--- src/rtl/sd_macros.svh ---
/*
 * Sigma-delta demodulator build constants
 * Channel count, CIC decimation ratio, modulator clock divider and widths
 */
`ifndef SD_MACROS_SVH
`define SD_MACROS_SVH

// Number of modulator bitstreams handled in parallel
`define SD_N_CHANNELS 4

// CIC decimation ratio R, counted in modulator clock strobes
`define SD_DECIMATION 16

// CIC filter order N, fixed by the three integrator and comb stages in the RTL
`define SD_CIC_ORDER 3

// clk cycles per modulator clock period
`define SD_CLK_DIV 4

// Signed output sample width and CIC accumulator width
`define SD_DATA_W 16
`define SD_ACC_W 16

// Width of the channel tag carried with every result
`define SD_CH_W 2

`endif

--- src/rtl/sd_cfg_pkg.sv ---
/*
 * Configuration types for the sigma-delta demodulator
 * Register map, the write word of the req/ack port and per-channel settings
 */
`include "sd_macros.svh"

package sd_cfg_pkg;

    // Register bank bases, channel n sits at base + 4n
    typedef enum logic [7:0] {
        SHIFT_BASE    = 8'h00,
        LIMIT_LO_BASE = 8'h10,
        LIMIT_HI_BASE = 8'h20
    } cfg_addr_e;

    // One configuration write as presented by the master
    typedef struct packed {
        logic [7:0]  addr;
        logic [31:0] data;
    } cfg_write_t;

    // Scaling and clamping applied to one channel's samples
    typedef struct packed {
        logic [3:0]                   shift;
        logic signed [`SD_DATA_W-1:0] limit_lo;
        logic signed [`SD_DATA_W-1:0] limit_hi;
    } ch_settings_t;

endpackage

--- src/rtl/sd_cfg_regs.sv ---
/*
 * Configuration register target
 * Four-phase req/ack write port holding the shift and clamp limits of
 * every channel, unmapped addresses are acknowledged and dropped
 */
`timescale 1ns/1ps
`include "sd_macros.svh"

module sd_cfg_regs (
    input  logic                     clk,
    input  logic                     rst_n,
    input  logic                     cfg_req,
    input  sd_cfg_pkg::cfg_write_t   cfg_write,
    output logic                     cfg_ack,
    output sd_cfg_pkg::ch_settings_t settings [`SD_N_CHANNELS]
);

    sd_cfg_pkg::cfg_addr_e field;
    logic [`SD_CH_W-1:0]   ch_idx;
    logic                  addr_aligned;
    logic                  do_write;

    // Upper nibble selects the register bank, word index selects the channel
    assign field    = sd_cfg_pkg::cfg_addr_e'({cfg_write.addr[7:4], 4'h0});
    assign ch_idx   = cfg_write.addr[2 +: `SD_CH_W];

    // Registers sit on word boundaries, byte offsets inside a word are unmapped
    assign addr_aligned = (cfg_write.addr[1:0] == 2'b00);

    // A request is served only in the cycle before the ack goes up
    assign do_write = cfg_req && !cfg_ack;

    always_ff @(posedge clk) begin
        if (!rst_n) begin
            cfg_ack <= 1'b0;
        end else if (do_write) begin
            cfg_ack <= 1'b1;
        end else if (!cfg_req && cfg_ack) begin
            cfg_ack <= 1'b0;
        end
    end

    always_ff @(posedge clk) begin
        if (!rst_n) begin
            for (int i = 0; i < `SD_N_CHANNELS; i++) begin
                settings[i].shift    <= '0;
                settings[i].limit_lo <= {1'b1, {(`SD_DATA_W - 1){1'b0}}};
                settings[i].limit_hi <= {1'b0, {(`SD_DATA_W - 1){1'b1}}};
            end
        end else if (do_write && addr_aligned) begin
            case (field)
                sd_cfg_pkg::SHIFT_BASE: begin
                    settings[ch_idx].shift <= cfg_write.data[3:0];
                end
                sd_cfg_pkg::LIMIT_LO_BASE: begin
                    settings[ch_idx].limit_lo <= cfg_write.data[`SD_DATA_W-1:0];
                end
                sd_cfg_pkg::LIMIT_HI_BASE: begin
                    settings[ch_idx].limit_hi <= cfg_write.data[`SD_DATA_W-1:0];
                end
                default: begin
                    // Outside the register map, nothing to update
                end
            endcase
        end
    end

    // The master must keep the write word steady until it has seen the ack
    cfg_write_stable: assert property (
        @(posedge clk) disable iff (!rst_n)
        (cfg_req && !cfg_ack) |=> $stable(cfg_write)
    );

endmodule

--- config.mk ---
export PLATFORM = sky130hd
export DESIGN_NAME = sd_cfg_regs
export DESIGN_NICKNAME = d
export VERILOG_FILES = /design/src/rtl/sd_cfg_pkg.sv /design/src/rtl/sd_cfg_regs.sv
export VERILOG_INCLUDE_DIRS = /design/src /design/src/rtl
export SDC_FILE = /design/constraint.sdc
export NUM_CORES = 1
export LEC_CHECK = 0
export BUFFER_PORTS_ARGS = -buffer_cell sky130_fd_sc_hd__buf_4
export CAP_MARGIN = 15
export CORE_ASPECT_RATIO = 1.5
export CORE_UTILIZATION = 40
export DETAILED_ROUTE_END_ITERATION = 6
export GPL_ROUTABILITY_DRIVEN = 0
export PLACE_DENSITY = 0.71
export SLEW_MARGIN = 20
export SYNTH_ARGS = -nofsm -noshare
export SYNTH_HDL_FRONTEND = slang
export SYNTH_SLANG_ARGS = --single-unit
export TNS_END_PERCENT = 50
--- constraint.sdc ---
create_clock -name clk -period 4.2 [get_ports clk]
set_input_delay 0.42 -clock clk [delete_from_list [all_inputs] [get_ports clk]]
set_output_delay 0.42 -clock clk [all_outputs]
set_load 0.01 [all_outputs]
### Yosys cells after proc, flatten, opt, wreduce, memory -nomap -nowiden

Index checks and enable logic that the tools add are counted.

| storage, ports and cells | value |
|---|---|
| logic and storage cells | 41 |
| output and inout port bits | 145 |
| flip-flop bits (word level) | 145 |

| operators by class | value |
|---|---|
| reduce and logical (&&, ||, !) cells | 11 |
| bitwise gates (word level) | 1 |
| magnitude comparators | 2 |
| eq/ne operators | 2 |
| multiplexer cells | 12 |

Operators by type and width:

| operator | number |
|---|---|
| 144-bit bitwise mux | 3 |
| 144-bit case mux with 3 select lines | 1 |
| 36-bit demux with 2-bit select | 3 |
| 36-bit two-way mux | 1 |
| 32-bit two-way mux | 1 |
| 16-bit two-way mux | 1 |
| 8-bit logical NOT | 1 |
| 4-bit by 1-bit equality test with 1-bit output, second input constant | 1 |
| 4-bit by 2-bit equality test with 1-bit output, second input constant | 1 |
| 1-bit logical AND | 4 |
| 3-bit >= comparator, second input constant | 1 |
| 3-bit by 1-bit less-than comparator with 1-bit output, second input constant | 1 |
| 2-bit inverter with 3-bit output | 1 |
| 3-bit nonzero test | 1 |
| 1-bit logical NOT | 2 |
| 2-bit logical NOT | 1 |
| 1-bit two-way mux | 2 |
| 2-bit AND reduction | 1 |
| 2-bit nonzero test | 1 |

### Logic depth before layout (Yosys ltp)

| depth | value |
|---|---|
| depth after elaboration | 7 |
| gate-level depth with buffers | 9 |
| gate-level depth less buffers | 5 |

### Worst setup path after synthesis

OpenSTA, ideal clock, no wires.

| timing | value |
|---|---|
| path type | input port to flip-flop |
| start | input port cfg_req |
| end | register with a tool-made name |
| data required time | 4.128 ns |
| path buffers | 3 |
| slack | 2.485 ns |
| arrival time | 1.643 ns |
| stages on the path | 7 |
| library setup time | 0.072 ns |
| cells stage by stage | ha_1 > buf_2 > nor2b_1 > buf_2 > nand3_2 > buf_2 > mux2i_1 |

RTL lines:

| element | line | source |
|---|---|---|
| start, declared | sd_cfg_regs.sv:12 | `input logic cfg_req,` |

==> results_dict.tcl <==
set metrics [dict create \
    outcome "complete, no violations" \
    dieHeight_um 147 \
    drt_iter0_markers 130 \
    die_x_um 98.7 \
    reg2reg_slack_ns 1.70 \
    synth_nets 565 \
    track_usage_pct 20.4 \
    vias_per_cell 4.91 \
    floorplan.initialDensity_pct 41.3 \
    startpoint_type "flip-flop" \
    postCtsSetupBuffers 0 \
    drt-total-wl_um 14400 \
    maxSlewViolCount 0 \
    netlist_area_mm2 0.00561 \
    row_count 52 \
    arrival_ns 2.83 \
    grt_max_degree 106 \
    drive_gt1_share_pct 30.7 \
    p_leak_nw 3.56 \
    cap_violations 0 \
    hold_buffers 0 \
    cts_sinks 145 \
    tns_ns 0 \
    grt_pass1_vias 4270 \
    final_net_count 722 \
    period_needed_ns 2.50 \
    rr_worst_depth 5 \
    min-delay-start "cfg_write[13]" \
    dieArea_mm2 0.0145 \
    finalSetupViolations 0 \
    vias 4180 \
    path_clk_slew_ns 0.06 \
    synth-seq-cells 145 \
    firstDrtPassIters 6 \
    cp_max_fo 16 \
    grt_first_pass_wirelength_um 22900 \
    ctsLongestPathBuffers 2 \
    ir_drop_v 0.000256 \
    overflow 0 \
    hpwl_um 10200 \
    cts_tree "built" \
    yosys_warnings 0 \
    finalClockSkew_ns 0.00947 \
    cts_root_buf "clkbuf_16" \
    fmax_ghz 0.400 \
    multiInputGateArea_mm2 0.00252 \
    final_cells 852 \
    syn_inst 521 \
    seq_area_frac_synth_pct 51.7 \
    yosysUniqueCellTypes 20 \
    h-tree-depth 4 \
    path_class "reg -> reg" \
    antennaDiodeCount 0 \
    nFillCells 1183 \
    tightest_slew_ns 1.12 \
    hold_violations 0 \
    cts_resized 0 \
    finalCritPeriodShare_pct 59.6 \
    drc_errors 0 \
    ioPinCount 188 \
    powerDensity_mw_per_mm2 405 \
    grt_setup_unrepaired "no" \
    holdPathStages 3 \
    ff_latch_area_mm2 0.00290 \
    cts-buffers-inserted 17 \
    core_area_mm2 0.0136 \
    placed_cells 821 \
    postSynthAreaPerCell_um2 10.8 \
    antenna_found_initial 0 \
    placement.io_buffers 171 \
    areaGrowthSynthToFinish_pct 34.5 \
    clock_latency_ns 0.41 \
    min_path_type "in -> reg" \
    required_ns 4.53 \
    r2r-start "cfg_ack" \
    timing.slew.headroom_pct 25.0 \
    wl_per_cell_um 16.9 \
    ant_nets 0 \
    crit_path_end_kind "flip-flop" \
]
==> cell usage in the layout (no fill, tap or decap) <==
cell type   count
nor3b_2         1
nor3_2          1
nor4_1          1
nand3_2         3
ha_1            1
nand3_1         2
bufinv_16       3
dfxtp_1       145
inv_6           4
buf_4         171
clkinv_4        2
inv_8           1
clkinvlp_4      2
clkbuf_16      17
clkinv_2        1
nand4_2         2
and4_1          4
and3_1          1
buf_12          1
nor4b_4         2
nand2_1        96
mux2i_1       145
clkbuf_8        1
nor2b_1        82
inv_1           1
==> per-stage QoR <==
step	setup slack [ns]	area, µm²	utilization, %	hold slack [ns]	total power, mW
after floorplan	2.48	5610	-	0.479	1.47
final	1.70	7550	55.5	0.317	3.05
after global placement	1.64	6930	51.0	0.445	1.52
after detailed placement	1.54	6930	51.0	0.449	1.52
after global routing	1.50	7550	55.5	0.321	3.15
after CTS	1.66	7550	55.5	0.307	3.08
==> critical path, cell delays in order, from the launching register on <==
cell and delay (ns):
dfxtp_1 0.32, inv_1 0.06, ha_1 0.30, nor2b_1 0.46, and3_1 1.00, mux2i_1 0.28
==> Yosys cell counts <==
| cell type | n | area [µm²] |
|---|---|---|
| nor2b_1 | 82 | 513 |
| clkbuf_1 | 19 | 71.3 |
| nor4_1 | 1 | 6.26 |
| and4_1 | 4 | 35.0 |
| mux2i_1 | 145 | 1450 |
| clkbuf_2 | 2 | 10.0 |
| nand3_1 | 2 | 10.0 |
| nand3_2 | 3 | 30.0 |
| nor3b_2 | 1 | 12.5 |
| nor4b_4 | 2 | 47.6 |
| inv_1 | 1 | 3.75 |
| buf_6 | 5 | 56.3 |
| ha_1 | 1 | 12.5 |
| nand4_2 | 2 | 25.0 |
| nor3_2 | 1 | 10.0 |
| dfxtp_1 | 145 | 2900 |
| buf_2 | 5 | 25.0 |
| and3_1 | 1 | 6.26 |
| buf_4 | 3 | 22.5 |
| nand2_1 | 96 | 360 |
==> worst max-delay path by stage <==
stage | startpoint | to | slack [ns] | cells after the start
finish | cfg_ack | flip-flop | 1.70 | 5
global route | cfg_ack | flip-flop | 1.50 | 5
CTS | cfg_ack | flip-flop | 1.66 | 5
detailed placement | cfg_req | flip-flop | 1.54 | 5
global placement | cfg_req | flip-flop | 1.64 | 5
floorplan | cfg_req | flip-flop | 2.48 | 7
==> final cells by class <==
class	instances	area share, %
tap	162	2.69
inverter	1	0.0497
clock buffer	18	5.82
clock inverter	13	2.30
timing repair buffer	172	17.3
multi-input combinational	341	33.4
sequential	145	38.5
==> power breakdown <==
group | internal [mW] | leakage, nW | switching [mW] | total, mW
clock network | 0.959 | 0.296 | 0.604 | 1.56
logic | 0.0446 | 2.09 | 0.0668 | 0.111
registers | 1.38 | 1.17 | 0.00156 | 1.38
==> layer usage <==
metal	GRT usage, %	vias to the layer above	share of wire [%]
met4	9.48	0	3.0
met1	23.2	1996	41
li1	-	2037	-
met5	0	-	0
met3	4.57	30	4.2
met2	36.1	117	52
==> logic make-up after synthesis <==
| family | synth area share (%) |
|---|---|
| and+or+nand+nor | 18.8 |
| adders and majority gates | 0.223 |
| muxes | 25.9 |
| buffers and inverters | 3.37 |
| DFF | 51.7 |
Note: power is estimated with default switching activity, not from simulation.
