File: src/rtl/sd_macros.svh
/*
 * Sigma-delta demodulator build constants
 * Channel count, CIC decimation ratio, modulator clock divider and widths
 */
`ifndef SD_MACROS_SVH
`define SD_MACROS_SVH

// Number of modulator bitstreams handled in parallel
`define SD_N_CHANNELS 4

// CIC decimation ratio R, counted in modulator clock strobes
`define SD_DECIMATION 16

// CIC filter order N, fixed by the three integrator and comb stages in the RTL
`define SD_CIC_ORDER 3

// clk cycles per modulator clock period
`define SD_CLK_DIV 4

// Signed output sample width and CIC accumulator width
`define SD_DATA_W 16
`define SD_ACC_W 16

// Width of the channel tag carried with every result
`define SD_CH_W 2

`endif

File: src/rtl/sd_cfg_pkg.sv
/*
 * Configuration types for the sigma-delta demodulator
 * Register map, the write word of the req/ack port and per-channel settings
 */
`include "sd_macros.svh"

package sd_cfg_pkg;

    // Register bank bases, channel n sits at base + 4n
    typedef enum logic [7:0] {
        SHIFT_BASE    = 8'h00,
        LIMIT_LO_BASE = 8'h10,
        LIMIT_HI_BASE = 8'h20
    } cfg_addr_e;

    // One configuration write as presented by the master
    typedef struct packed {
        logic [7:0]  addr;
        logic [31:0] data;
    } cfg_write_t;

    // Scaling and clamping applied to one channel's samples
    typedef struct packed {
        logic [3:0]                   shift;
        logic signed [`SD_DATA_W-1:0] limit_lo;
        logic signed [`SD_DATA_W-1:0] limit_hi;
    } ch_settings_t;

endpackage

File: src/rtl/sd_stream_pkg.sv
/*
 * Data path types for the sigma-delta demodulator
 * Tagged result word and the handshake state machines of decimator and arbiter
 */
`include "sd_macros.svh"

package sd_stream_pkg;

    // A filtered sample together with the channel that produced it
    typedef struct packed {
        logic [`SD_CH_W-1:0]          channel;
        logic signed [`SD_DATA_W-1:0] sample;
    } sd_result_t;

    // One-entry result buffer inside each decimator
    typedef enum logic [1:0] {
        EMPTY,
        REQ,
        WAIT_DROP
    } buf_state_e;

    // Arbiter sequencing of one four-phase exchange
    typedef enum logic [1:0] {
        IDLE,
        SEND,
        RELEASE
    } arb_state_e;

endpackage

File: src/rtl/cic_decimator.sv
/*
 * Single channel third-order CIC decimator
 * Integrates the +/-1 bitstream on each strobe, combs every SD_DECIMATION
 * strobes, scales and clamps the sample and offers it to the arbiter
 */
`timescale 1ns/1ps
`include "sd_macros.svh"

module cic_decimator #(
    parameter int CHANNEL = 0
) (
    input  logic                     clk,
    input  logic                     rst_n,
    input  logic                     sample_strobe,
    input  logic                     bit_in,
    input  sd_cfg_pkg::ch_settings_t settings,
    input  logic                     res_ack,
    output logic                     res_req,
    output sd_stream_pkg::sd_result_t res_data,
    output logic                     overrun
);

    localparam int ACC_W = `SD_ACC_W;
    localparam int DEC_W = $clog2(`SD_DECIMATION);

    logic signed [ACC_W-1:0] step;
    logic signed [ACC_W-1:0] integ1, integ2, integ3;
    logic signed [ACC_W-1:0] delay1, delay2, delay3;
    logic signed [ACC_W-1:0] comb1, comb2, comb3;
    logic signed [ACC_W-1:0] scaled, clamped;
    logic [DEC_W-1:0]        dec_cnt;
    logic                    new_result;

    sd_stream_pkg::buf_state_e buf_state;

    // A one on the bitstream weighs +1, a zero weighs -1
    assign step = bit_in ? {{(ACC_W - 1){1'b0}}, 1'b1} : {ACC_W{1'b1}};

    assign new_result = sample_strobe && (dec_cnt == DEC_W'(`SD_DECIMATION - 1));

    // Integrators wrap freely, modular arithmetic keeps the comb output exact
    always_ff @(posedge clk) begin
        if (!rst_n) begin
            integ1  <= '0;
            integ2  <= '0;
            integ3  <= '0;
            dec_cnt <= '0;
        end else if (sample_strobe) begin
            integ1  <= integ1 + step;
            integ2  <= integ2 + integ1;
            integ3  <= integ3 + integ2;
            dec_cnt <= dec_cnt + 1'b1;
        end
    end

    // Comb section runs at the decimated rate
    assign comb1 = integ3 - delay1;
    assign comb2 = comb1 - delay2;
    assign comb3 = comb2 - delay3;

    always_ff @(posedge clk) begin
        if (!rst_n) begin
            delay1 <= '0;
            delay2 <= '0;
            delay3 <= '0;
        end else if (new_result) begin
            delay1 <= integ3;
            delay2 <= comb1;
            delay3 <= comb2;
        end
    end

    always_comb begin
        scaled = comb3 >>> settings.shift;
        if (scaled < settings.limit_lo) begin
            clamped = settings.limit_lo;
        end else if (scaled > settings.limit_hi) begin
            clamped = settings.limit_hi;
        end else begin
            clamped = scaled;
        end
    end

    // Result buffer, a new sample is lost if the previous one is still pending
    always_ff @(posedge clk) begin
        if (!rst_n) begin
            buf_state <= sd_stream_pkg::EMPTY;
            overrun   <= 1'b0;
        end else begin
            case (buf_state)
                sd_stream_pkg::EMPTY: begin
                    if (new_result) buf_state <= sd_stream_pkg::REQ;
                end
                sd_stream_pkg::REQ: begin
                    if (res_ack) buf_state <= sd_stream_pkg::WAIT_DROP;
                end
                sd_stream_pkg::WAIT_DROP: begin
                    if (!res_ack) begin
                        buf_state <= new_result ? sd_stream_pkg::REQ : sd_stream_pkg::EMPTY;
                    end
                end
                default: buf_state <= sd_stream_pkg::EMPTY;
            endcase
            if (new_result && (buf_state == sd_stream_pkg::REQ ||
                               (buf_state == sd_stream_pkg::WAIT_DROP && res_ack))) begin
                overrun <= 1'b1;
            end
        end
    end

    always_ff @(posedge clk) begin
        if (new_result && (buf_state == sd_stream_pkg::EMPTY ||
                           (buf_state == sd_stream_pkg::WAIT_DROP && !res_ack))) begin
            res_data.channel <= `SD_CH_W'(CHANNEL);
            res_data.sample  <= clamped[`SD_DATA_W-1:0];
        end
    end

    assign res_req = (buf_state == sd_stream_pkg::REQ);

    // Arbiter may sample the data in any cycle of the request
    res_data_stable: assert property (
        @(posedge clk) disable iff (!rst_n)
        (res_req && $past(res_req)) |-> $stable(res_data)
    );

endmodule

File: config.mk
export PLATFORM = sky130hd
export DESIGN_NAME = cic_decimator
export DESIGN_NICKNAME = d
export VERILOG_FILES = /design/src/rtl/sd_cfg_pkg.sv /design/src/rtl/sd_stream_pkg.sv /design/src/rtl/cic_decimator.sv
export VERILOG_INCLUDE_DIRS = /design/src /design/src/rtl
export SDC_FILE = /design/constraint.sdc
export NUM_CORES = 1
export LEC_CHECK = 0
export BUFFER_PORTS_ARGS = -buffer_cell sky130_fd_sc_hd__buf_2
export CAP_MARGIN = 20
export CORE_MARGIN = 2
export CORE_UTILIZATION = 28
export CTS_BUF_LIST = sky130_fd_sc_hd__clkbuf_4
export CTS_CLUSTER_DIAMETER = 100
export DETAILED_ROUTE_END_ITERATION = 6
export PLACE_DENSITY = 0.55
export REMOVE_ABC_BUFFERS = 1
export SLEW_MARGIN = 20
export SYNTH_ARGS = -nofsm -noshare
export SYNTH_HDL_FRONTEND = slang
export SYNTH_SLANG_ARGS = --single-unit
export TNS_END_PERCENT = 1
File: constraint.sdc
create_clock -name clk -period 7.6 [get_ports clk]
set_input_delay 1.52 -clock clk [delete_from_list [all_inputs] [get_ports clk]]
set_output_delay 1.52 -clock clk [all_outputs]
set_load 0.05 [all_outputs]
# ---- Word level (Yosys, flattened, before mapping)
# Cells that the tools add are included.
dict set report totals {
  register_bits 119
  in_bits 41
  word_cells 44
}
dict set report op_classes {
  n_addsub 7
  order_cmp 2
  eq_ne 6
  n_shift 1
  muxes 8
  n_reduce_logical 10
}
# cell count
set ops {}
lappend ops {{16-bit adder} 3}
lappend ops {{16-bit two-way mux} 3}
lappend ops {{16-bit subtractor} 3}
lappend ops {{16-bit > comparator} 1}
lappend ops {{16-bit less-than comparator} 1}
lappend ops {{16-bit by 4-bit >>> shifter with 16-bit output} 1}
lappend ops {{2-bit two-way mux} 3}
lappend ops {{2-bit != test (second input constant)} 3}
lappend ops {{2-bit case mux with 3 select lines} 1}
lappend ops {{1-bit logical AND} 5}
lappend ops {{4-bit by 1-bit adder with 4-bit output (second input constant)} 1}
lappend ops {{4-bit == test (second input constant)} 1}
lappend ops {{3-bit AND reduction} 1}
lappend ops {{2-bit by 1-bit == test with 1-bit output (second input constant)} 1}
lappend ops {{2-bit == test (second input constant)} 1}
lappend ops {{2-bit zero test} 1}
lappend ops {{1-bit logical OR} 2}
lappend ops {{1-bit zero test} 1}
lappend ops {{1-bit two-way mux} 1}

# ---- Logic depth before layout (Yosys ltp)
dict set report logic_depth {
  word_depth 7
  depth_mapped 42
  depth_no_buf 40
}

# ---- Worst setup path before layout
# OpenSTA, ideal clock, no wires.
dict set report synth_timing {
  path_type {flip-flop to flip-flop}
  from {register integ3[0]}
  to {register res_data[10] (netlist name) (data pin)}
  setup_time_ns 0.260
  arrival_ns 8.109
  path_slack_ns -0.769
  path_stages_with_launch 41
  period_less_slack_ns 8.369
  cell_sequence {dfxtp_1 inv_1 ha_1 inv_1 fa_1 a21o_1 a21oi_1 o21bai_1 a21o_1 a21oi_1 o21bai_1 xor2_1 ha_1 a21o_1 a21oi_1 nor2b_1 a211o_1 xor2_1 [... 5 more ...] o41ai_1 xnor2_1 xor3_2 inv_1 mux2_2 mux4_2 ha_1 nor2b_1 o21ai_0 nand2b_1 a21oi_1 o21ai_0 a211oi_1 o21bai_1 o41ai_1 mux2_2 a31oi_1 mux2_4}
}
dict set report synth_between {
  elab_chain_len 7
  word_cells_on_any_way 8
}
# element line_no
set synth_lines {}
lappend synth_lines {{from (decl)} cic_decimator.sv:27} ;# logic signed [ACC_W-1:0] integ1, integ2, integ3;
lappend synth_lines {{from (signal assigned)} cic_decimator.sv:51} ;# integ3 <= integ3 + integ2;
lappend synth_lines {{16-bit subtractor *} cic_decimator.sv:57} ;# assign comb1 = integ3 - delay1;
lappend synth_lines {{via comb1[8]} cic_decimator.sv:29} ;# logic signed [ACC_W-1:0] comb1, comb2, comb3;
lappend synth_lines {{16-bit subtractor *} cic_decimator.sv:58} ;# assign comb2 = comb1 - delay2;
lappend synth_lines {{via comb2[11]} cic_decimator.sv:29}
lappend synth_lines {{16-bit subtractor *} cic_decimator.sv:59} ;# assign comb3 = comb2 - delay3;
lappend synth_lines {{16-bit by 4-bit >>> shifter with 16-bit output *} cic_decimator.sv:74} ;# scaled = comb3 >>> settings.shift;
lappend synth_lines {{16-bit > comparator} cic_decimator.sv:77} ;# end else if (scaled > settings.limit_hi) begin
lappend synth_lines {{16-bit two-way mux} cic_decimator.sv:77}
lappend synth_lines {{16-bit two-way mux *} cic_decimator.sv:75} ;# if (scaled < settings.limit_lo) begin
lappend synth_lines {{via clamped[10]} cic_decimator.sv:30} ;# logic signed [ACC_W-1:0] scaled, clamped;
lappend synth_lines {{to (decl)} cic_decimator.sv:19} ;# output sd_stream_pkg::sd_result_t res_data,
# Mark *: on every way through the listed nets, which the timed path passes. The rest lies on a longest branch.
# A chain may end at the register's enable or synchronous reset.

# ---- Worst setup path in the final report
# Same ends and word-level chain as after synthesis.

==> flow_metrics.tcl <==
set metrics [dict create \
    vias 8637 \
    coreArea_sq_mm 0.03540 \
    setup_viol 2 \
    synthMostInstantiatedCell "sky130_fd_sc_hd__nand2_1" \
    dr.pass1.iters 5 \
    filler_cell_count 3773 \
    critical_path.endpoint_type "flip-flop" \
    yosys.cell_types.count 75 \
    worst_hold_path.num_cells 2 \
    grt_start_max_net_pins 64 \
    final_max_slew_viol_count 0 \
    synth.yosys.seq_area_share_pct 25.33 \
    max_clk_rate_mhz 131.4 \
    wirelength_mm 22.50 \
    tritoncts "yes" \
    placementRows 69 \
    design.final.nets 1532 \
    regToRegEndpoint "res_data[10]" \
    grt_antenna_before_repair 1 \
    synthDominantCellAreaShare_pct 20.55 \
    violations "setup timing" \
    fin_setup_tns_ns -0.01659 \
    portBuffers 58 \
    area_leader_netlist "sky130_fd_sc_hd__dfxtp_1" \
    rsz0062_at_grt "yes" \
    hold_violations 0 \
    fin_worst_hold_slack_ns 0.4610 \
    cts-root-to-sink-buffers 2 \
    finalWeightedCongestion 0.8339 \
    max-cap-violations 0 \
    worst-endpoint-arrival_ns 8.06 \
    yosys_warnings 0 \
    path_max_fanout 6 \
    timing.max_slew.rel_slack_pct 34.42 \
    period_minus_slack_ns 7.613 \
    synthesis.area_per_instance_sq_um 8.226 \
    postSynth.topFlopCell "sky130_fd_sc_hd__dfxtp_1" \
    first_pass_grt_wire_length_mm 38.45 \
    gr-usage-all-layers_pct 12.12 \
    status "finished with violations" \
    crit_path_top_delay_cell "sky130_fd_sc_hd__mux4_2" \
    detail_route.vias_per_cell 4.697 \
    tritoncts_num_sinks 119 \
    path_class "reg -> reg" \
    dp.final_hpwl_mm 17.02 \
    worstPathRequired_ns 8.05 \
    place_ws_ns -0.4922 \
    first_global_vias 8323 \
    grt_overflow_total 0 \
    root_buffer "sky130_fd_sc_hd__clkbuf_4" \
    post_synth_main_area_contributors "sky130_fd_sc_hd__dfxtp_1 21%, sky130_fd_sc_hd__ha_1 15%, sky130_fd_sc_hd__mux2i_1 5.8%" \
    postSynthRegisterBits 119 \
    clkSlewWorstSetupHoldPaths_ns 0.13 \
    fp.dieH_um 193.3 \
    hold_path.class "reg -> reg" \
    top_level_ports 61 \
    ctsHoldBuffers 0 \
    die_w_um 193.3 \
    cts_buffers 17 \
    fin_skew_ns 0.03622 \
    post_route_cells_drive_above_1_share_pct 17.94 \
    synth-edff-count 16 \
    hold_path_startpoint "delay2[10]" \
    dpl.cell_count 1801 \
    holdPathEnd "delay2[10]" \
    worstReg2RegStart "integ3[0]" \
    timing.reg2reg.setup_slack_ns -0.01 \
    cts.htree.levels 4 \
    areaGrowthSynthToFinish_pct 18.81 \
    starting_density_of_the_core_pct 28.35 \
    final.setup.worst_slack_ns -0.01307 \
    area_of_the_die_sq_mm 0.03737 \
    timing.critical_path.from_type "flip-flop" \
    final.period_utilization_pct 100.2 \
    synthesis.area_sq_mm 0.01004 \
    drt_drc_violations_left 0 \
    tightest_slew_ns 0.9836 \
    route.detailed.wl_per_inst_um 12.24 \
    worstRegToRegCells 41 \
    antenna_left 0 \
    crit_path_max_incr_delay_ns 0.50 \
    synthesis.instances 1220 \
    stdcell_count 1839 \
    detail_route.iter0.violations 401 \
    async_flop_share_pct 0 \
    insertion_delay_ns 0.58 \
    path_common_cell "sky130_fd_sc_hd__a21oi_2" \
    post_synth_most_frequent_cells "138 x sky130_fd_sc_hd__nand2_1, 121 x sky130_fd_sc_hd__ha_1, 110 x sky130_fd_sc_hd__inv_1, 103 x sky130_fd_sc_hd__dfxtp_1, 101 x sky130_fd_sc_hd__a21oi_1" \
]
[layer usage]
metal	part of all wire, %	wire length [um]	track usage (%)
met5	0	0	0
met4	1.4	314	3.393
met3	2.6	592	2.406
met2	49	11080	21.87
met1	47	10510	14.54
[how the worst max path moves through the flow]
stage,startpoint,to,depth (start not counted)
floorplan,integ3[0],res_data[10],40
global placement,integ3[0],res_data[10],41
detailed placement,integ3[0],res_data[10],41
CTS,integ3[0],res_data[10],42
global route,integ3[0],res_data[10],42
finish,integ3[0],res_data[10],41
[worst max-delay path: cells and delay by family (launching register included)]
family | cells | cell delay [ns]
multiplexers | 4 | 1.25
buffers and inverters | 4 | 0.34
AND/OR/NAND/NOR | 5 | 0.54
XOR/XNOR | 4 | 0.72
flip-flops | 1 | 0.34
adder cells (fa/ha/maj) | 5 | 1.36
AO/OA/AOI/OAI | 19 | 2.94
[logic make-up after synthesis]
kind of cell / Yosys count / share of synthesized area, %
other: 1 / 0.03737
adders and majority gates: 127 / 16.28
and+or+nand+nor: 359 / 16.29
buffers and inverters: 156 / 6.483
xor gates and xnor gates: 75 / 6.869
muxes: 76 / 8.740
DFF: 119 / 25.33
AOI/OAI and AO/OA: 307 / 19.96
[layout make-up]
type / instances / area (sq um) / area share (%)
Multi-Input combinational cell: 946 / 6929 / 58.11
Sequential cell: 119 / 2544 / 21.33
Clock inverter: 15 / 203.9 / 1.710
Antenna cell: 1 / 2.502 / 0.02099
Tap cell: 461 / 576.8 / 4.837
Timing Repair Buffer: 168 / 1120 / 9.391
Clock buffer: 17 / 127.6 / 1.070
Inverter: 112 / 420.4 / 3.526
[state kept, by name, summed over array words and instances (netlist names)]
name / count
integ1: 16
delay3: 16
delay2: 16
integ3: 16
res_data: 16
integ2: 16
buf_state: 2
dec_cnt: 4
delay1: 16
overrun: 1
[repair_timing]
item,in CTS,in global routing
hold endpoints to repair,0,0
pin swaps,19,5
setup endpoints to repair,16,16
buffers inserted,2,3
resized for setup,17,5
[through the flow]
step	utilization, %	cell area, sq um
2_1_floorplan	-	9809
3_3_place_gp	32.43	11480
3_5_place_dp	32.43	11480
4_1_cts	33.57	11880
5_1_grt	33.69	11920
6_report	33.69	11920
[cells in the final DEF, fill, tap and decap left out, types with 4 or more instances in the layout]
master,instances
sky130_fd_sc_hd__a21oi_2,5
sky130_fd_sc_hd__fa_1,5
sky130_fd_sc_hd__buf_2,58
sky130_fd_sc_hd__buf_4,109
sky130_fd_sc_hd__mux4_2,8
sky130_fd_sc_hd__a21boi_0,21
sky130_fd_sc_hd__xor2_1,17
sky130_fd_sc_hd__a21oi_1,96
sky130_fd_sc_hd__o21ai_0,43
sky130_fd_sc_hd__and2_1,8
sky130_fd_sc_hd__dfxtp_1,102
sky130_fd_sc_hd__inv_1,110
sky130_fd_sc_hd__mux2i_1,58
sky130_fd_sc_hd__o21a_1,19
sky130_fd_sc_hd__or3_1,6
sky130_fd_sc_hd__o41ai_1,4
sky130_fd_sc_hd__a31oi_1,9
sky130_fd_sc_hd__o21ai_1,10
sky130_fd_sc_hd__nand3_1,10
sky130_fd_sc_hd__a211oi_1,16
sky130_fd_sc_hd__and3_1,4
sky130_fd_sc_hd__o22ai_1,4
sky130_fd_sc_hd__edfxtp_1,16
sky130_fd_sc_hd__nand2_1,138
sky130_fd_sc_hd__nor2b_1,33
sky130_fd_sc_hd__xnor2_1,55
sky130_fd_sc_hd__a21o_1,20
sky130_fd_sc_hd__nor3_1,26
sky130_fd_sc_hd__inv_6,4
sky130_fd_sc_hd__mux2_2,8
sky130_fd_sc_hd__o211ai_1,8
sky130_fd_sc_hd__inv_8,4
sky130_fd_sc_hd__o21bai_1,12
sky130_fd_sc_hd__ha_1,120
sky130_fd_sc_hd__nor2_1,95
sky130_fd_sc_hd__nand4_1,13
sky130_fd_sc_hd__nand2b_1,14
sky130_fd_sc_hd__clkbuf_4,17
Power is not shown: default switching activity piles up to over one toggle a cycle in this logic, so the estimate is an artifact.
