==> config.mk <==
export PLATFORM = sky130hd
export DESIGN_NAME = sd_clock_gen
export DESIGN_NICKNAME = d
export VERILOG_FILES = /design/src/rtl/sd_clock_gen.sv
export VERILOG_INCLUDE_DIRS = /design/src /design/src/rtl
export SDC_FILE = /design/constraint.sdc
export NUM_CORES = 1
export LEC_CHECK = 0
export BUFFER_PORTS_ARGS = -buffer_cell sky130_fd_sc_hd__buf_2
export CORE_AREA = 4 4 41 43
export CTS_BUF_LIST = sky130_fd_sc_hd__clkbuf_8
export CTS_CLUSTER_SIZE = 20
export DETAILED_ROUTE_END_ITERATION = 10
export DIE_AREA = 0 0 45 47
export SYNTH_ARGS = -nofsm -noshare
export SYNTH_HDL_FRONTEND = slang
export SYNTH_SLANG_ARGS = --single-unit
export TNS_END_PERCENT = 50
==> constraint.sdc <==
create_clock -name clk -period 1.9 [get_ports clk]
set_input_delay 0.19 -clock clk [delete_from_list [all_inputs] [get_ports clk]]
set_output_delay 0.19 -clock clk [all_outputs]
set_load 0.05 [all_outputs]
==> src/rtl/sd_macros.svh <==
/*
 * Sigma-delta demodulator build constants
 * Channel count, CIC decimation ratio, modulator clock divider and widths
 */
`ifndef SD_MACROS_SVH
`define SD_MACROS_SVH

// Number of modulator bitstreams handled in parallel
`define SD_N_CHANNELS 4

// CIC decimation ratio R, counted in modulator clock strobes
`define SD_DECIMATION 16

// CIC filter order N, fixed by the three integrator and comb stages in the RTL
`define SD_CIC_ORDER 3

// clk cycles per modulator clock period
`define SD_CLK_DIV 4

// Signed output sample width and CIC accumulator width
`define SD_DATA_W 16
`define SD_ACC_W 16

// Width of the channel tag carried with every result
`define SD_CH_W 2

`endif

==> src/rtl/sd_clock_gen.sv <==
/*
 * Modulator clock generator
 * Divides clk by SD_CLK_DIV into a 50% duty sd_clk and a one-cycle
 * sample strobe that coincides with each rising edge of sd_clk
 */
`timescale 1ns/1ps
`include "sd_macros.svh"

module sd_clock_gen (
    input  logic clk,
    input  logic rst_n,
    input  logic enable,
    output logic sd_clk,
    output logic sample_strobe
);

    localparam int CNT_W = $clog2(`SD_CLK_DIV);

    logic [CNT_W-1:0] div_cnt;

    // sd_clk is high for the first half of each count period
    always_ff @(posedge clk) begin
        if (!rst_n || !enable) begin
            div_cnt       <= '0;
            sd_clk        <= 1'b0;
            sample_strobe <= 1'b0;
        end else begin
            if (div_cnt == CNT_W'(`SD_CLK_DIV - 1)) begin
                div_cnt <= '0;
            end else begin
                div_cnt <= div_cnt + 1'b1;
            end
            sd_clk        <= (div_cnt < CNT_W'(`SD_CLK_DIV / 2));
            sample_strobe <= (div_cnt == '0);
        end
    end

    // Decimators count strobes, so a stretched strobe would double count a bit
    strobe_single_cycle: assert property (
        @(posedge clk) disable iff (!rst_n)
        sample_strobe |=> !sample_strobe
    );

endmodule

* Yosys cells after proc, flatten, opt, wreduce, memory -nomap -nowiden
Index checks and enable logic that the tools add are counted.
** Word-level totals
- Bits in registers :: 4
- Input bits :: 3
- Output and inout bits :: 2
- Logic and storage cells :: 11
** Cells by class
- $add $sub $neg :: 1
- Order comparisons :: 1
- Equal/unequal tests :: 1
- Reductions and logical operators :: 5
** Operators with widths (number)
- $add 2x1->2 const B :: 1
- $eq 2x2->1 const B :: 1
- $logic_not 1->1 :: 2
- $logic_not 2->1 :: 1
- $lt 2x2->1 const B :: 1
- $reduce_or 2->1 :: 1
- $logic_or 1x1->1 :: 1

* Logic depth before layout (Yosys ltp)
Gate-level depths: netlist of run 1.
- Depth after elaboration :: 3
- Mapped depth :: 3
- Gate-level depth less buffers :: 3

* Worst setup path before layout of run 1
OpenSTA, ideal clock, no wires.
- Kind :: register to register
- Start :: register div_cnt[0]
- End :: register div_cnt[1]
- Library setup time :: 0.117 ns
- Arrival :: 0.781 ns
- Required time :: 1.783 ns
- Path slack :: 1.002 ns
- Cell stages (with the launch flop) :: 4
- Buffers on the path :: 0
- Period minus slack after synthesis :: 0.898 ns
- Cell sequence :: dfxtp_1 > inv_1 > ha_1 > and4b_1
** Between the ends
- Longest elaborated chain between the ends :: 2
- Elaborated cells on any way between the ends :: 3
- Classes of those cells :: add/sub (1); eq/ne (1); reduce/logical (1)
** Ends and longest elaborated chain
- start: declaration :: RTL line sd_clock_gen.sv:19 : logic [CNT_W-1:0] div_cnt;
- start signal: assignment :: RTL line sd_clock_gen.sv:31 : div_cnt <= div_cnt + 1'b1;
- $eq 2x2->1 :: RTL line sd_clock_gen.sv:28 : if (div_cnt == CNT_W'(`SD_CLK_DIV - 1)) begin
- $reduce_or 2->1 (no line)
Several ways; a longest one is shown, not always the timed one.
A chain may end at the register's enable or synchronous reset.

* Worst setup path after layout of run 1
- Start :: register sd_clk
- End :: output sd_clk
** RTL lines
- start: declaration :: RTL line sd_clock_gen.sv:13 : output logic sd_clk,
- start signal: assignment :: RTL line sd_clock_gen.sv:33 : sd_clk <= (div_cnt < CNT_W'(`SD_CLK_DIV / 2));
No word-level cell between the ends.

==> parameters.txt, run 1 <==
Parameter                              Value

Run status
  Run status    finished, final reports clean

Yosys
  Basic-gate share of the synthesized area counting and, or, nand and nor cells    25.0%
  Area share of the largest cell type after synthesis    53.3%
  Synth cell types    7
  Number of synthesized flops with an enable pin    0
  YS warnings    0
  Xor and xnor area share after synthesis    0%
  Sequential cell area fraction in the yosys report    53.3%
  Predominant post-synthesis flop cell    sky130_fd_sc_hd__dfxtp_1
  Fraction of the mapped netlist area in compound gates    0%
  Netlist area before placement    150 µm²
  Nets in the synthesized netlist    17
  Top cells by count, synth    4 x sky130_fd_sc_hd__dfxtp_1, 2 x sky130_fd_sc_hd__ha_1, 2 x sky130_fd_sc_hd__inv_1
  Dominant cell by count in the synthesized netlist    sky130_fd_sc_hd__dfxtp_1
  Async set-reset flop share out of synthesis    0%
  Synthesized instance count    12
  Cell type with the highest aggregate area in the netlist    sky130_fd_sc_hd__dfxtp_1
  Share of cell area taken by muxes after synthesis    0%
  Avg Inst Size Synth    12.5 µm²
  Synthesized-area fraction occupied by adder cells    16.7%
  Most area-consuming cells after synthesis    sky130_fd_sc_hd__dfxtp_1 53%, sky130_fd_sc_hd__ha_1 17%, sky130_fd_sc_hd__and4bb_1 8.3%
  Number of synthesized register bits    4
  Dominant combinational cell family by area after synthesis    simple AND/OR/NAND/NOR gates

STA
  Number of hold violations in the final report    0
  Worst Slack Setup Final    0.954 ns
  Finish-stage setup viols    0
  Highest Clock Rate    1060 MHz
  Worst relative slew slack    83.5%
  Final total negative setup slack    0 ns
  Worst Max-Slew Pin Slew    0.250 ns
  Number of max-slew violations in the final report    0
  Setup repair after global routing missed its margin    false
  Fin crit period    0.946 ns
  Ratio of final minimum period to clock period    49.8%
  Clk_skew    0.00227 ns

Route
  Total length of routed wires    268 µm
  Vias per cell    3.26
  Per-cell routed wire length    7.88 µm
  DR vias    111
  Number of iterations in the first detailed-routing pass    2
  Number of DRC violations after detailed-routing iteration 0    3
  DR DRC count    0
  Post-route ant nets    0

Clock network
  CTS tree    yes
  Worst-skew pair later-pin latency    0.21 ns
  Number of sinks driven by the clock tree    4
  CTS resizes    0
  Maximum clock path buffer count    2
  Number of CTS-inserted buffers    3
  Root Driver    sky130_fd_sc_hd__clkbuf_8
  Post-CTS Setup Repair Bufs    0
  Clock slew at reported path FFs    0.03 ns
  H-tree levels    1
  Number of hold buffers added after cts    0

Floorplan
  Placeable core region    0.00130 mm²
  I/O Pins    5
  Total die area    0.00212 mm²
  Die Height    47 µm
  Initial Utilization    11.5%
  FP Rows    13
  Die X    45 µm

Worst setup path
  Family with the most delay on the worst path    flip-flops
  Cell with the largest stage delay on the worst path    sky130_fd_sc_hd__dfxtp_1
  Crit-path max FO    1
  CP Cell Sequence    buf_2
  CP startpoint kind    flop
  Critical Path RT    1.71 ns
  Startpoint-to-endpoint class of the critical path    reg2out
  Buffering stage count on the worst path with inverters included    1
  WP data arrival    0.76 ns
  Critical Path Sink Type    primary output
  Slowest stage delay, CP    0.29 ns

Layout
  N_diodes    0
  Final instance area    230 µm²
  Net count, final    26
  Synth-to-layout area growth    53.3%
  Share of layout cells above drive strength 1    36.8%

Power
  Sequential fraction of design power    31.8%
  Switching share of power    19.2%
  Power share of the combinational group    7.3%
  Worst-case vdd ir drop    0.407 mV
  Total power after layout    0.286 mW
  Clk network pwr share    60.8%
  Sw Pwr    0.0550 mW
  Leakage dissipation    0.115 nW
  Pwr Density    1240 mW/mm²
  Internal power summed over all cells    0.231 mW

Placement
  Placement Setup Slack    0.972 ns
  Cell area after placement    189 µm²
  Final estimated routing congestion in global placement    0.651
  Count of port buffers added during placement    4

Global route
  Largest net degree at the start of global routing    5
  Initial antenna violation count    0
  Overall track demand over capacity in global routing    4.27%
  Wire length of the first global-routing pass    503 µm
  Via count of the first global-routing pass    120
  Leftover overflow at the end of global routing    0

Run
  Max cap viols    0

Hold path
  Hold Crit Class    in2reg
[worst register-to-register path: stages (launching register included)]
cell and delay, ns:
sky130_fd_sc_hd__dfxtp_1 0.33, sky130_fd_sc_hd__inv_1 0.05, sky130_fd_sc_hd__ha_1 0.28, sky130_fd_sc_hd__and4b_1 0.17
[power by group through the flow]
stage | logic [mW] | clock network [mW] | registers, mW
after global placement | 0.0206 | 0 | 0.0921
after floorplan | 0.00520 | 0 | 0.101
after CTS | 0.0215 | 0.177 | 0.0911
after global routing | 0.0237 | 0.190 | 0.0916
after detailed placement | 0.0208 | 0 | 0.0922
final | 0.0210 | 0.174 | 0.0910
[worst paths after layout]
kind | slack [ns] | cells after the start | start | to
hold reg to reg | 0.54 | 1 | div_cnt[1] | sd_clk
hold / removal | 0.25 | 2 | rst_n | sample_strobe
setup / recovery | 0.95 | 1 | sd_clk | sd_clk
setup reg to reg | 0.96 | 3 | div_cnt[0] | div_cnt[1]
[per-layer routing]
layer / up-vias / routed length, µm / part of all wire, % / track usage [%]
li1: 56 / - / - / -
met1: 47 / 107 / 40 / 3.86
met2: 8 / 103 / 38 / 3.67
met3: 0 / 57 / 21 / 6.90
met4: 0 / 0 / 0 / 3.51
met5: - / 0 / 0 / 0
[state kept, by name (all words and copies together), names as in the netlist]
register	count
sample_strobe	1
sd_clk	1
div_cnt	2
[area by class of cell]
class / instances / area (µm²)
Clock buffer: 3 / 41.3
Fill cell: 154 / 1070
Timing Repair Buffer: 4 / 20.0
Sequential cell: 4 / 80.1
Inverter: 2 / 7.51
Tap cell: 15 / 18.8
Multi-Input combinational cell: 6 / 62.6
[placed cells by master (no fill, tap or decap)]
cell / n
sky130_fd_sc_hd__inv_1: 2
sky130_fd_sc_hd__buf_2: 4
sky130_fd_sc_hd__dfxtp_1: 4
sky130_fd_sc_hd__and4bb_1: 1
sky130_fd_sc_hd__and4b_1: 1
sky130_fd_sc_hd__clkbuf_8: 3
sky130_fd_sc_hd__and3b_1: 1
sky130_fd_sc_hd__and3_1: 1
sky130_fd_sc_hd__ha_1: 2
[metrics by stage]
step | utilization [%] | hold slack [ns] | cells
CTS | 17.7 | 0.248 | 34
detailed placement | 14.5 | 0.467 | 31
finish | 17.7 | 0.249 | 34
global placement | 14.5 | 0.469 | 31
global route | 17.7 | 0.260 | 34
floorplan | - | 0.343 | 12
[kinds of logic (layout without fill, tap and decap cells)]
kind of cell	count (synthesis)	after routing
buffers and inverters	2	9
adders and majority gates	2	2
DFF	4	4
and+or+nand+nor	4	4
Note: power is estimated with default switching activity, not from simulation.
==> inputs of run 2 (changes only) <==
Settings changed: ABC_AREA from default to 1.
Clock period 1.9 ns to 1 ns, I/O delays scaled along.
==> run 2 against run 1 <==
  * Critical path type is now reg2reg
  * Design area shrank 1.1%
  * Largest cell class unchanged
  * First-iteration DRC count is 33% lower
  * Combinational power up 94%
==> parameters.txt, run 2 <==
Parameter                              Value

Run status
  Run status    finished, final reports clean

Route
  DR vias    120 (+8.1%)
  Number of iterations in the first detailed-routing pass    2 (unchanged)
  Per-cell routed wire length    6.72 µm (-15%)
  Total length of routed wires    262 µm (-2.2%)
  Post-route ant nets    0 (unchanged)
  Vias per cell    3.08 (-5.8%)
  DR DRC count    0 (unchanged)
  Number of DRC violations after detailed-routing iteration 0    2 (-1)

Worst setup path
  WP data arrival    0.97 ns (+0.21 ns)
  CP startpoint kind    flop
  Critical Path RT    1.11 ns (-0.60 ns)
  Crit-path max FO    3 (+2)
  Worst flop-to-flop path startpoint    div_cnt[0]
  Critical Path Sink Type    flop
  Startpoint-to-endpoint class of the critical path    reg2reg
  Crit. Startpoint    div_cnt[0]

Yosys
  Nets in the synthesized netlist    22 (+5)
  Avg Inst Size Synth    8.68 µm² (-31%)
  Predominant post-synthesis flop cell    sky130_fd_sc_hd__dfxtp_1
  Most area-consuming cells after synthesis    sky130_fd_sc_hd__dfxtp_1 54%, sky130_fd_sc_hd__ha_1 17%, sky130_fd_sc_hd__inv_1 13%
  Sequential cell area fraction in the yosys report    54.2% (+0.90 points)
  Netlist area before placement    148 µm² (-1.7%)
  Area share of the largest cell type after synthesis    54.2% (+0.90 points)
  Synth cell types    6 (-1)
  Synthesized instance count    17 (+5)
  Number of synthesized register bits    4 (unchanged)
  Number of synthesized flops with an enable pin    0 (unchanged)
  Async set-reset flop share out of synthesis    0% (unchanged)
  Cell type with the highest aggregate area in the netlist    sky130_fd_sc_hd__dfxtp_1
  Dominant cell by count in the synthesized netlist    sky130_fd_sc_hd__inv_1
  YS warnings    0 (unchanged)
  Top cells by count, synth    5 x sky130_fd_sc_hd__inv_1, 4 x sky130_fd_sc_hd__dfxtp_1, 4 x sky130_fd_sc_hd__nor2_1

STA
  Worst Max-Slew Pin Slew    0.247 ns (-0.00314 ns)
  Number of max-slew violations in the final report    0 (unchanged)
  Fin crit period    0.862 ns
  Setup repair after global routing missed its margin    false
  Highest Clock Rate    1160 MHz
  Ratio of final minimum period to clock period    86.2%
  Clk_skew    0.000262 ns (-0.00201 ns)
  Finish-stage setup viols    0 (unchanged)
  Hold Slack    0.145 ns (-0.104 ns)
  Final total negative setup slack    0 ns (unchanged)
  Worst relative slew slack    83.7% (+0.21 points)
  Number of hold violations in the final report    0 (unchanged)

Clock network
  Clock slew at reported path FFs    0.03 ns (about the same)
  Root Driver    sky130_fd_sc_hd__clkbuf_8
  Maximum clock path buffer count    2 (unchanged)
  H-tree levels    1 (unchanged)
  CTS resizes    0 (unchanged)
  Worst-skew pair later-pin latency    0.21 ns (about the same)
  Number of CTS-inserted buffers    3 (unchanged)
  CTS tree    yes
  Post-CTS Setup Repair Bufs    0 (unchanged)
  Number of sinks driven by the clock tree    4 (unchanged)
  Number of hold buffers added after cts    0 (unchanged)

Placement
  HPWL after detailed placement    180 µm
  Final estimated routing congestion in global placement    0.736 (+13%)
  Count of port buffers added during placement    4 (unchanged)

Hold path
  Hold Crit Class    in2reg
  Startpoint of the worst hold path    enable

Floorplan
  Total die area    0.00212 mm² (unchanged)
  I/O Pins    5 (unchanged)
  Die Height    47 µm (unchanged)
  Initial Utilization    11.3% (-0.19 points)
  Die X    45 µm (unchanged)
  FP Rows    13 (unchanged)
  Placeable core region    0.00130 mm² (unchanged)

Power
  Leakage dissipation    0.117 nW (+2.1%)
  Worst-case vdd ir drop    0.671 mV (+65%)
  Pwr Density    2420 mW/mm² (+95%)

Layout
  Fill cell total of the finished layout    156 (+1.3%)
  Largest Register    div_cnt
  N_diodes    0 (unchanged)
  Share of layout cells above drive strength 1    29.2% (-7.7 points)
  Max reg flops    2 (unchanged)
  Net count, final    31 (+19%)
  Most common library cell in the layout ignoring fill and taps    sky130_fd_sc_hd__inv_1
  Registers with the most flip-flops    div_cnt x2, sample_strobe x1, sd_clk x1
  Highest-count cells in the layout ignoring fill and taps    5 x sky130_fd_sc_hd__inv_1, 4 x sky130_fd_sc_hd__nor2_1, 4 x sky130_fd_sc_hd__dfxtp_1, 4 x sky130_fd_sc_hd__buf_2, 3 x sky130_fd_sc_hd__clkbuf_8
  Synth-to-layout area growth    54.2%

Global route
  Wire length of the first global-routing pass    420 µm (-17%)
  Via count of the first global-routing pass    120 (unchanged)
  Largest net degree at the start of global routing    4 (-1)
  Leftover overflow at the end of global routing    0 (unchanged)
  Overall track demand over capacity in global routing    3.71% (-0.55 points)
  Initial antenna violation count    0 (unchanged)

Run
  Max cap viols    0 (unchanged)
==> run 2: kinds of logic (layout without fill, tap and decap cells) <==
group,after synthesis,count (layout),share of synthesized area (%)
buffers and inverters,5,12,12.7
flip-flops,4,4,54.2
adder cells (fa/ha/maj),2,2,16.9
AND/OR/NAND/NOR,6,6,16.1
==> run 2: worst paths after layout <==
path	end	slack, ns	cells past startpoint
setup / recovery	div_cnt[1]	0.14	4
hold / removal	sd_clk	0.15	3
setup reg to reg	div_cnt[1]	0.14	4
hold reg to reg	div_cnt[0]	0.44	1
==> run 2: critical path, cell delays in order (launching register included) <==
cell and delay [ns]:
sky130_fd_sc_hd__dfxtp_1 0.34, sky130_fd_sc_hd__inv_1 0.05, sky130_fd_sc_hd__ha_1 0.28, sky130_fd_sc_hd__inv_1 0.05, sky130_fd_sc_hd__nor2_1 0.03
==> run 2: power by group <==
part	leakage [nW]	internal, mW	switching (mW)
clock network	0.0216	0.256	0.0814
logic	0.0628	0.0121	0.0286
registers	0.0330	0.169	0.00349
==> run 2: per-stage QoR <==
stage	cell area (µm²)	worst slack, ns	cells	util [%]	total power, mW
2_1_floorplan	148	0.172	17	-	0.204
3_3_place_gp	186	0.154	36	14.3	0.215
3_5_place_dp	186	0.143	36	14.3	0.216
4_1_cts	228	0.126	39	17.5	0.564
5_1_grt	228	0.0855	39	17.5	0.583
6_report	228	0.138	39	17.5	0.551
==> run 2: area by class of cell <==
cell class / instances / area, µm² / share of cell area (%)
tap: 15 / 18.8 / 8.24
timing repair buffer: 4 / 20.0 / 8.79
inverter: 5 / 18.8 / 8.24
sequential: 4 / 80.1 / 35.2
clock buffer: 3 / 41.3 / 18.1
multi-input combinational: 8 / 48.8 / 21.4
==> run 2: metal layers <==
metal	track usage, %	wire [µm]	up-vias
met5	0	0	-
met4	1.75	0	0
met3	6.90	69	0
met2	4.80	106	9
met1	2.05	86	49
li1	-	-	62
==> inputs of run 3 (changes only) <==
Settings changed: ABC_AREA 1 to default, SKIP_LAST_GASP from default to 1.
==> run 3 against run 2 <==
  * Design area up 1.1%
  * Clock skew up 0.0042 ns
  * Setup slack worse by 0.086 ns
  * Utilization up 0.19 points
  * Power down 1.4%
  * Clock-buffer cell count unchanged
  * Register-to-register slack worse by 0.09 ns
  * Critical endpoint unchanged
==> parameters.txt, run 3 (synthesis gave the netlist of run 1 again) <==
Parameter                              Value

Clock network
  Maximum clock path buffer count    2 (unchanged)
  Number of hold buffers added after cts    0 (unchanged)
  Worst-skew pair later-pin latency    0.21 ns (about the same)
  Clock slew at reported path FFs    0.03 ns (about the same)
  Post-CTS Setup Repair Bufs    0 (unchanged)
  H-tree levels    1 (unchanged)
  Number of CTS-inserted buffers    3 (unchanged)
  CTS resizes    0 (unchanged)
  Root Driver    sky130_fd_sc_hd__clkbuf_8
  CTS tree    yes
  Number of sinks driven by the clock tree    4 (unchanged)

Worst setup path
  Critical Path RT    1.10 ns (about the same)
  Worst reg-to-reg path cell count    3 (-1)
  Startpoint-to-endpoint class of the critical path    reg2reg
  Crit-path max FO    3 (unchanged)
  Worst flop-to-flop path startpoint    div_cnt[0]
  WP data arrival    1.05 ns (+0.08 ns)
  Slowest stage delay, CP    0.34 ns (about the same)
  CP startpoint kind    flop
  Setup slack of the most critical reg-to-reg path    0.05 ns (-0.09 ns)
  CP Cell Sequence    inv_1, ha_1, and4b_1
  Reg-to-reg critical path endpoint    div_cnt[1]
  Family with the most delay on the worst path    flip-flops
  Buffering stage count on the worst path with inverters included    1 (-1)
  Critical Path Sink Type    flop
  Cell with the largest stage delay on the worst path    sky130_fd_sc_hd__dfxtp_1

Route
  Number of iterations in the first detailed-routing pass    2 (unchanged)
  Number of DRC violations after detailed-routing iteration 0    2 (unchanged)
  Post-route ant nets    0 (unchanged)
  DR vias    108 (-10%)
  Total length of routed wires    250 µm (-4.6%)
  Per-cell routed wire length    7.35 µm (+9.5%)
  Vias per cell    3.18 (+3.2%)
  DR DRC count    0 (unchanged)

STA
  Finish-stage setup viols    0 (unchanged)
  Fin crit period    0.948 ns (+0.0860 ns)
  Setup repair after global routing missed its margin    false
  Clk_skew    0.00448 ns (+0.00422 ns)
  Worst relative slew slack    83.4% (-0.28 points)
  Number of max-slew violations in the final report    0 (unchanged)
  Ratio of final minimum period to clock period    94.8% (+8.6 points)
  Worst Slack Setup Final    0.0521 ns (-0.0860 ns)
  Number of hold violations in the final report    0 (unchanged)
  Final total negative setup slack    0 ns (unchanged)
  Highest Clock Rate    1060 MHz (-9.1%)
  Worst Max-Slew Pin Slew    0.251 ns (+0.00429 ns)

Floorplan
  Die X    45 µm (unchanged)
  Placeable core region    0.00130 mm² (unchanged)
  FP Rows    13 (unchanged)
  Total die area    0.00212 mm² (unchanged)
  Initial Utilization    11.5% (+0.19 points)
  I/O Pins    5 (unchanged)
  Die Height    47 µm (unchanged)

Global route
  Leftover overflow at the end of global routing    0 (unchanged)
  Largest net degree at the start of global routing    5 (+1)
  Wire length of the first global-routing pass    407 µm (-3.1%)
  Via count of the first global-routing pass    102 (-15%)
  Initial antenna violation count    0 (unchanged)
  Overall track demand over capacity in global routing    3.40% (-0.31 points)

Layout
  Highest-count cells in the layout ignoring fill and taps    4 x sky130_fd_sc_hd__dfxtp_1, 4 x sky130_fd_sc_hd__buf_2, 3 x sky130_fd_sc_hd__clkbuf_8
  Synth-to-layout area growth    53.3%
  Final instance count without filler cells    34 (-13%)
  Net count, final    26 (-16%)
  Registers with the most flip-flops    div_cnt x2, sample_strobe x1, sd_clk x1
  Final instance area    230 µm² (+1.1%)
  N_diodes    0 (unchanged)
  Fill cell total of the finished layout    150 (-3.8%)
  Largest Register    div_cnt
  Area occupied by multi-input gates    62.6 µm² (+28%)
  Share of layout cells above drive strength 1    36.8% (+7.7 points)
  Max reg flops    2 (unchanged)
  Reg area    80.1 µm² (unchanged)

Run
  Max cap viols    0 (unchanged)

Hold path
  Hold EP    sd_clk
  Hold Crit Class    in2reg
  Hold path cells    2 (-1)
  Startpoint of the worst hold path    enable

Run status
  Run status    finished, final reports clean

Power
  Clk network pwr share    61.0% (-0.3 points)
  Switching share of power    19.3% (-1.3 points)
  Worst-case vdd ir drop    0.918 mV (+37%)
  Power share of the combinational group    7.2% (-0.2 points)
  Pwr Density    2360 mW/mm² (-2.5%)
  Internal power summed over all cells    0.439 mW (+0.17%)
  Sequential fraction of design power    31.8% (+0.5 points)
  Sw Pwr    0.105 mW (-7.5%)
  Leakage dissipation    0.115 nW (-2.1%)

Placement
  HPWL after detailed placement    190 µm (+5.1%)
  Placement Setup Slack    0.0629 ns (-0.0802 ns)
  # placed instances    31 (-14%)
  Cell area after placement    189 µm² (+1.3%)
  Final estimated routing congestion in global placement    0.628 (-15%)
  Count of port buffers added during placement    4 (unchanged)
run 3: stage by stage:
stage / hold WS (ns) / power, mW / util, %
after detailed placement: 0.379 / 0.215 / 14.5
after global placement: 0.379 / 0.214 / 14.5
final: 0.159 / 0.544 / 17.7
after CTS: 0.155 / 0.554 / 17.7
after floorplan: 0.253 / 0.202 / -
after global routing: 0.178 / 0.574 / 17.7
run 3: worst max path at each step:
stage	slack (ns)	to	cells after the start	startpoint
floorplan	0.10	div_cnt[1]	3	div_cnt[0]
detailed placement	0.06	div_cnt[1]	3	div_cnt[0]
global route	0.02	div_cnt[1]	3	div_cnt[0]
finish	0.05	div_cnt[1]	3	div_cnt[0]
CTS	0.05	div_cnt[1]	3	div_cnt[0]
global placement	0.08	div_cnt[1]	3	div_cnt[0]
run 3: final cells by class:
cell class,count,area share (%)
timing repair buffer,4,8.70
sequential,4,34.8
inverter,2,3.26
clock buffer,3,17.9
tap,15,8.15
multi-input combinational,6,27.2
run 3: layer usage:
metal,track usage (%),wire length (µm),vias to the layer above
li1,-,-,56
met1,2.96,127,48
met2,3.11,77,4
met3,6.13,45,0
met4,1.75,0,0
met5,0,0,-
run 3: power groups by stage:
stage          logic [mW]  clock network [mW]  registers (mW)
2_1_floorplan     0.00988                   0           0.192
3_3_place_gp       0.0392                   0           0.175
3_5_place_dp       0.0396                   0           0.175
4_1_cts            0.0397               0.341           0.173
5_1_grt            0.0441               0.356           0.174
6_report           0.0391               0.331           0.173
